===== src/common/caster_pkg.sv =====
`default_nettype none

package caster_pkg;

    // Datapath sizes
    localparam int PIX_PER_CLK = 4;
    localparam int VIN_PIX_W = 8;
    localparam int GRAY_W = 4;
    localparam int STATE_W = 16;
    localparam int FCNT_W = 6;
    localparam int CNT_W = 11;
    localparam int DRIVE_W = 2;

    // Waveform table, 6-bit sequence + 4-bit target + 4-bit source
    localparam int LUT_ADDR_W = 14;
    localparam int LUT_WADDR_W = 12;
    localparam int LUT_DATA_W = 8;

    // Clocks spent waiting after vsync, and fetch lead ahead of the active column
    localparam int VS_DELAY = 8;
    localparam int PIPELINE_DELAY = 4;

    // Value of the mode bit for pixels that follow the shared counter
    localparam logic MODE_AUTO = 1'b1;

    typedef struct packed {
        logic mode;
        logic spare;
        logic [GRAY_W-1:0] src;
        logic [FCNT_W-1:0] fcnt;
        logic [GRAY_W-1:0] tgt;
    } manual_state_t;

    typedef struct packed {
        logic mode;
        logic [5:0] spare;
        logic auto_frame;
        logic [GRAY_W-1:0] src;
        logic [GRAY_W-1:0] tgt;
    } auto_state_t;

    typedef union packed {
        manual_state_t manual_view;
        auto_state_t auto_view;
    } pixel_state_t;

    typedef enum logic [1:0] {
        SCAN_IDLE,
        SCAN_WAITING,
        SCAN_RUNNING
    } scan_state_t;

endpackage

`default_nettype wire


===== src/common/scan_if.sv =====
`timescale 1ns/1ns
`default_nettype none

interface scan_if;
    import caster_pkg::*;

    // Stage-1 strobe, same as the ready of both input FIFOs
    logic fetch;
    // Shared frame counter for auto-mode pixels
    logic [FCNT_W-1:0] auto_fcnt;
    logic frame_start;
    // Some auto-mode pixel changed target this cycle
    logic auto_diff;

    modport ctrl (
        output fetch,
        output auto_fcnt,
        output frame_start,
        input  auto_diff
    );

    modport pipe (
        input  fetch,
        input  auto_fcnt,
        input  frame_start,
        output auto_diff
    );

endinterface

`default_nettype wire


===== src/source/scan_controller.sv =====
`timescale 1ns/1ns
`default_nettype none

module scan_controller #(
    parameter int V_FP = 3,
    parameter int V_SYNC = 1,
    parameter int V_BP = 2,
    parameter int V_ACT = 120,
    parameter int H_FP = 2,
    parameter int H_SYNC = 1,
    parameter int H_BP = 2,
    parameter int H_ACT = 40
) (
    input  wire                          clk,
    input  wire                          rst,
    input  wire                          sys_ready,
    input  wire                          vin_vsync,
    input  wire [caster_pkg::FCNT_W-1:0] lut_frames,
    output logic                         b_trigger,
    output logic                         epd_gdoe,
    output logic                         epd_gdclk,
    output logic                         epd_gdsp,
    output logic                         epd_sdclk,
    output logic                         epd_sdle,
    output logic                         epd_sdoe,
    output logic                         epd_sdce0,
    output logic                         fetch_out,
    scan_if.ctrl                         scan
);
    import caster_pkg::*;

    localparam logic [CNT_W-1:0] V_SYNC_START = CNT_W'(V_FP);
    localparam logic [CNT_W-1:0] V_BP_START = CNT_W'(V_FP + V_SYNC);
    localparam logic [CNT_W-1:0] V_ACT_START = CNT_W'(V_FP + V_SYNC + V_BP);
    localparam logic [CNT_W-1:0] V_LAST = CNT_W'(V_FP + V_SYNC + V_BP + V_ACT - 1);
    localparam logic [CNT_W-1:0] H_SYNC_START = CNT_W'(H_FP);
    localparam logic [CNT_W-1:0] H_BP_START = CNT_W'(H_FP + H_SYNC);
    localparam logic [CNT_W-1:0] H_ACT_START = CNT_W'(H_FP + H_SYNC + H_BP);
    localparam logic [CNT_W-1:0] H_LAST = CNT_W'(H_FP + H_SYNC + H_BP + H_ACT - 1);
    localparam logic [CNT_W-1:0] FETCH_START = CNT_W'(H_FP + H_SYNC + H_BP - PIPELINE_DELAY);
    localparam logic [CNT_W-1:0] FETCH_END = CNT_W'(H_FP + H_SYNC + H_BP + H_ACT - PIPELINE_DELAY);
    localparam logic [CNT_W-1:0] WAIT_LAST = CNT_W'(VS_DELAY);

    scan_state_t state;
    logic [CNT_W-1:0] h_cnt;
    logic [CNT_W-1:0] v_cnt;
    logic scanning;
    logic in_vsync;
    logic in_vbp;
    logic in_vact;
    logic in_hfp;
    logic in_hsync;
    logic in_hbp;
    logic in_hact;
    logic diff_seen;

    assign scan.frame_start = (state == SCAN_WAITING) && (h_cnt == WAIT_LAST);

    always_ff @(posedge clk) begin
        if (rst) begin
            state <= SCAN_IDLE;
            h_cnt <= '0;
            v_cnt <= '0;
        end else begin
            case (state)
                SCAN_IDLE: begin
                    h_cnt <= '0;
                    v_cnt <= '0;
                    if (sys_ready && vin_vsync) begin
                        state <= SCAN_WAITING;
                    end
                end
                SCAN_WAITING: begin
                    if (scan.frame_start) begin
                        state <= SCAN_RUNNING;
                        h_cnt <= '0;
                    end else begin
                        h_cnt <= h_cnt + 1'b1;
                    end
                end
                SCAN_RUNNING: begin
                    if (h_cnt == H_LAST) begin
                        if (v_cnt == V_LAST) begin
                            state <= SCAN_IDLE;
                        end else begin
                            h_cnt <= '0;
                            v_cnt <= v_cnt + 1'b1;
                        end
                    end else begin
                        h_cnt <= h_cnt + 1'b1;
                    end
                end
                default: state <= SCAN_IDLE;
            endcase
        end
    end

    // Auto counter steps once per frame, reloading only after a change was seen
    always_ff @(posedge clk) begin
        if (rst) begin
            scan.auto_fcnt <= '0;
            diff_seen <= 1'b0;
        end else if (scan.frame_start) begin
            if (scan.auto_fcnt == '0) begin
                if (diff_seen) begin
                    scan.auto_fcnt <= lut_frames;
                end
            end else begin
                scan.auto_fcnt <= scan.auto_fcnt - 1'b1;
            end
            diff_seen <= 1'b0;
        end else if (scan.auto_diff) begin
            diff_seen <= 1'b1;
        end
    end

    // Region decode, regions are live in waiting as well as running
    assign scanning = (state != SCAN_IDLE);
    assign in_vsync = scanning && (v_cnt >= V_SYNC_START) && (v_cnt < V_BP_START);
    assign in_vbp = scanning && (v_cnt >= V_BP_START) && (v_cnt < V_ACT_START);
    assign in_vact = scanning && (v_cnt >= V_ACT_START);
    assign in_hfp = scanning && (h_cnt < H_SYNC_START);
    assign in_hsync = scanning && (h_cnt >= H_SYNC_START) && (h_cnt < H_BP_START);
    assign in_hbp = scanning && (h_cnt >= H_BP_START) && (h_cnt < H_ACT_START);
    assign in_hact = scanning && (h_cnt >= H_ACT_START);

    // Fetch leads the active column by the pipeline depth
    assign scan.fetch = in_vact && (h_cnt >= FETCH_START) && (h_cnt < FETCH_END);
    assign fetch_out = scan.fetch;

    // Gate clock lags the horizontal regions by one clock
    always_ff @(posedge clk) begin
        if (rst) begin
            epd_gdclk <= 1'b0;
        end else begin
            epd_gdclk <= in_hsync || in_hbp || in_hact;
        end
    end

    assign epd_gdoe = in_vsync || in_vbp || in_vact;
    assign epd_sdoe = epd_gdoe;
    assign epd_gdsp = !in_vsync;
    assign epd_sdle = in_hsync;
    assign epd_sdce0 = !(in_vact && in_hact);
    assign epd_sdclk = (in_hfp || in_hsync || in_hact) ? ~clk : 1'b0;
    assign b_trigger = (state == SCAN_WAITING);

endmodule

`default_nettype wire


===== src/flat_wrapper.sv =====
// flat-port wrapper written by rule: the top's interface ports become plain ports
module scan_controller_flat import caster_pkg::*;
#(
    parameter int V_FP = 3,
    parameter int V_SYNC = 1,
    parameter int V_BP = 2,
    parameter int V_ACT = 120,
    parameter int H_FP = 2,
    parameter int H_SYNC = 1,
    parameter int H_BP = 2,
    parameter int H_ACT = 40
)
  (clk, rst, sys_ready, vin_vsync, lut_frames, b_trigger, epd_gdoe, epd_gdclk, epd_gdsp, epd_sdclk, epd_sdle, epd_sdoe, epd_sdce0, fetch_out, scan_fetch, scan_auto_fcnt, scan_frame_start, scan_auto_diff);
  scan_if scan_i ();
  input  wire clk;
  input  wire rst;
  input  wire sys_ready;
  input  wire vin_vsync;
  input  wire [caster_pkg::FCNT_W-1:0] lut_frames;
  output logic b_trigger;
  output logic epd_gdoe;
  output logic epd_gdclk;
  output logic epd_gdsp;
  output logic epd_sdclk;
  output logic epd_sdle;
  output logic epd_sdoe;
  output logic epd_sdce0;
  output logic fetch_out;
  output wire logic [$bits(scan_i.fetch)-1:0] scan_fetch;
  output wire logic [$bits(scan_i.auto_fcnt)-1:0] scan_auto_fcnt;
  output wire logic [$bits(scan_i.frame_start)-1:0] scan_frame_start;
  input wire logic [$bits(scan_i.auto_diff)-1:0] scan_auto_diff;
  assign scan_fetch = scan_i.fetch;
  assign scan_auto_fcnt = scan_i.auto_fcnt;
  assign scan_frame_start = scan_i.frame_start;
  assign scan_i.auto_diff = scan_auto_diff;
  scan_controller #(.V_FP(V_FP), .V_SYNC(V_SYNC), .V_BP(V_BP), .V_ACT(V_ACT), .H_FP(H_FP), .H_SYNC(H_SYNC), .H_BP(H_BP), .H_ACT(H_ACT)) u_core (.clk(clk), .rst(rst), .sys_ready(sys_ready), .vin_vsync(vin_vsync), .lut_frames(lut_frames), .b_trigger(b_trigger), .epd_gdoe(epd_gdoe), .epd_gdclk(epd_gdclk), .epd_gdsp(epd_gdsp), .epd_sdclk(epd_sdclk), .epd_sdle(epd_sdle), .epd_sdoe(epd_sdoe), .epd_sdce0(epd_sdce0), .fetch_out(fetch_out), .scan(scan_i));
endmodule

===== config.mk =====
export PLATFORM = sky130hd
export DESIGN_NAME = scan_controller_flat
export DESIGN_NICKNAME = d
export VERILOG_FILES = /design/src/common/caster_pkg.sv /design/src/common/scan_if.sv /design/src/source/scan_controller.sv /design/src/flat_wrapper.sv
export SDC_FILE = /design/constraint.sdc
export NUM_CORES = 1
export LEC_CHECK = 0
export ABC_AREA = 1
export ABC_CLOCK_PERIOD_IN_PS = 1800
export BUFFER_PORTS_ARGS = -buffer_cell sky130_fd_sc_hd__buf_2
export CAP_MARGIN = 10
export CORE_ASPECT_RATIO = 0.7
export CORE_MARGIN = 4
export CORE_UTILIZATION = 35
export DETAILED_ROUTE_END_ITERATION = 10
export PLACE_DENSITY = 0.59
export SKIP_CTS_REPAIR_TIMING = 1
export SYNTH_ARGS = -nofsm -noshare
export SYNTH_HDL_FRONTEND = slang
export SYNTH_SLANG_ARGS = --single-unit

===== constraint.sdc =====
create_clock -name clk -period 1.8 [get_ports clk]
set_clock_uncertainty 0.2 [all_clocks]
set_input_delay 0.27 -clock clk [delete_from_list [all_inputs] [get_ports clk]]
set_output_delay 0.27 -clock clk [all_outputs]
set_load 0.05 [all_outputs]

==> results.toml <==
[status]
outcome = "complete, but fails checks"
violations = "negative setup slack"

[synth]
synth.avg_cell_area_um2 = 6.46
yosys_warnings = 0
synth_top_family_by_area = "simple AND/OR/NAND/NOR gates"
syn_inst = 402
ys_types = 36
syn-cell-area_um2 = 2600
synthesis.nets = 426
synth_seq_cells = 32
synthXorXnorAreaFrac = 0.0202
post_synth_fa_ha_maj_area_fraction = 0.0626
synth-simple-area-share = 0.469
seq_area_frac_synth = 0.247
synth_compound_area_frac = 0.0934
synthMuxAreaShare = 0

[sta]
finalMaxSlewViolations = 0
finalHoldViolCount = 0
tightestPinTransition_ns = 0.294
rsz0062_at_grt = "yes"
slew_headroom = 0.803
fin_crit_ns = 2.13
hold_slack_ns = 0.0277
fmax_mhz = 470
worst_slack_ns = -0.328
tns_ns = -4.35
setup_viol = 29
timing.final.crit_share = 1.18

[floorplanning]
die_h_um = 80.1
initial_core_util = 0.372
ioPinCount = 28
coreArea_um2 = 6980
dieArea_um2 = 8890
die_w_um = 111
row_count = 25

[placed_design]
place.port_buffers = 27
place_worst_setup_slack_ns = -0.0828
dp.cells = 558
dpl_cell_area_um2 = 3210
place_hpwl_um = 5420
routabilityCongestion = 0.892

[cells_and_area]
stdcell_area_um2 = 3890
fin_cells = 587
fill_cells = 665
multi_input_area_um2 = 2010
antenna_cells = 0
layout_common_cells = "nand2_1, nor2_1, buf_4, inv_1, nand2_2"
layout-drive-gt1-share = 0.471
final_util = 0.558
nNetsFinal = 516
register_area_um2 = 664
final_common_cell = "nand2_1"
syn_to_final_growth_pct = 49.8

[worst_setup_path]
cp.required_ns = 1.33
cpPeakStageDelay_ns = 0.35
cp_max_fo = 4
crit_type = "flop to primary output"
path_cells = "nor2_4, buf_4, nand3_4, buf_4, nor3_4, buf_6"
crit_top_cell = "buf_4"
critPathArrivalTime_ns = 1.66
cpMaxStageDelayCell = "dfxtp_2"
crit_path_end_kind = "primary output"
r2r_slack_ns = -0.17
critical_path.startpoint_type = "flop"

[drt]
ant_nets = 0
routed_wl_um = 7600
drc = 0
vias = 2783
vias_per_cell = 4.74
first_pass_iters = 6
first_iter_violations = 183
avgRoutedWirePerCell_um = 12.9

[clock_network]
cts_tree = "built"
path_clk_slew_ns = 0.08
clk_latency_ns = 0.39

[grt]
grt_max_degree = 20
grt-ovfl-total = 0
antenna_found_initial = 0
track_usage = 0.162
grt_pass1_vias = 2463
grt_pass1_wl_um = 11600

[power_and_ir_drop]
power.leakage_nw = 1.74
p_total_mw = 3.46
p_per_area_nw_per_um2 = 889
vdd_ir_drop_max_v = 0.000972

[flow_run]
drv_cap = 0

[hold_path]
min_path_type = "input port to flop"
## sequential cells by signal, summed over array words and instances (netlist names)
signal and count:
u_core.diff_seen 1, u_core.h_cnt 11, u_core.v_cnt 11, u_core.epd_gdclk 1, u_core.scan.auto_fcnt 6, u_core.state 2
## critical path, delay by kind of cell (launching register included)
family | cells | cell delay, ns
DFF | 1 | 0.35
buffers and inverters | 3 | 0.47
and+or+nand+nor | 3 | 0.44
## cells in the mapped netlist (all sizes together)
cell type | n | area [um^2]
buf | 6 | 60.1
nand3b | 2 | 27.5
a21oi | 16 | 121
inv | 50 | 188
clkbuf | 4 | 25.0
nand3 | 36 | 213
dfxtp | 32 | 641
clkinv | 2 | 8.75
nor2 | 77 | 338
ha | 13 | 163
xnor2 | 3 | 26.3
a31oi | 1 | 6.26
o221ai | 1 | 8.76
o21ai | 20 | 100
o22ai | 1 | 6.26
nor3 | 10 | 77.6
xor2 | 3 | 26.3
nand2 | 120 | 531
nand4 | 5 | 31.3
## final timing paths
check / cells past startpoint / to / from
setup / recovery: 6 / scan_fetch / u_core.h_cnt[7]
hold / removal: 5 / u_core.scan.auto_fcnt[3] / lut_frames[3]
setup reg to reg: 13 / u_core.scan.auto_fcnt[5] / u_core.h_cnt[1]
hold reg to reg: 2 / u_core.scan.auto_fcnt[1] / u_core.scan.auto_fcnt[1]
## cell type report
cell class,count,area share
well taps,94,0.0302
repair buffers,89,0.187
clock buffers,9,0.0322
flip-flops and latches,32,0.171
inverters,51,0.0514
clock inverters,4,0.0119
multi-input cells,308,0.516
## cell families after synthesis
group           after synthesis
flops                        32
simple gates                250
buf+inv                      62
xor+xnor                      6
fa+ha+maj                    13
compound gates               39
## power by group
part | total, mW | switching [mW] | internal [mW]
Sequential | 0.778 | 0.0301 | 0.748
Combinational | 1.67 | 0.999 | 0.672
Clock | 1.01 | 0.407 | 0.604
Total | 3.46 | 1.44 | 2.02
## routing by layer
layer  share of wire  global-route usage  vias up
met2            0.43               0.235       64
met5               0                   0        -
met4          0.0055              0.0357        0
li1                -                   -     1446
met1            0.50               0.230     1269
met3           0.059              0.0557        4
Power figures use the tool's default switching activity.
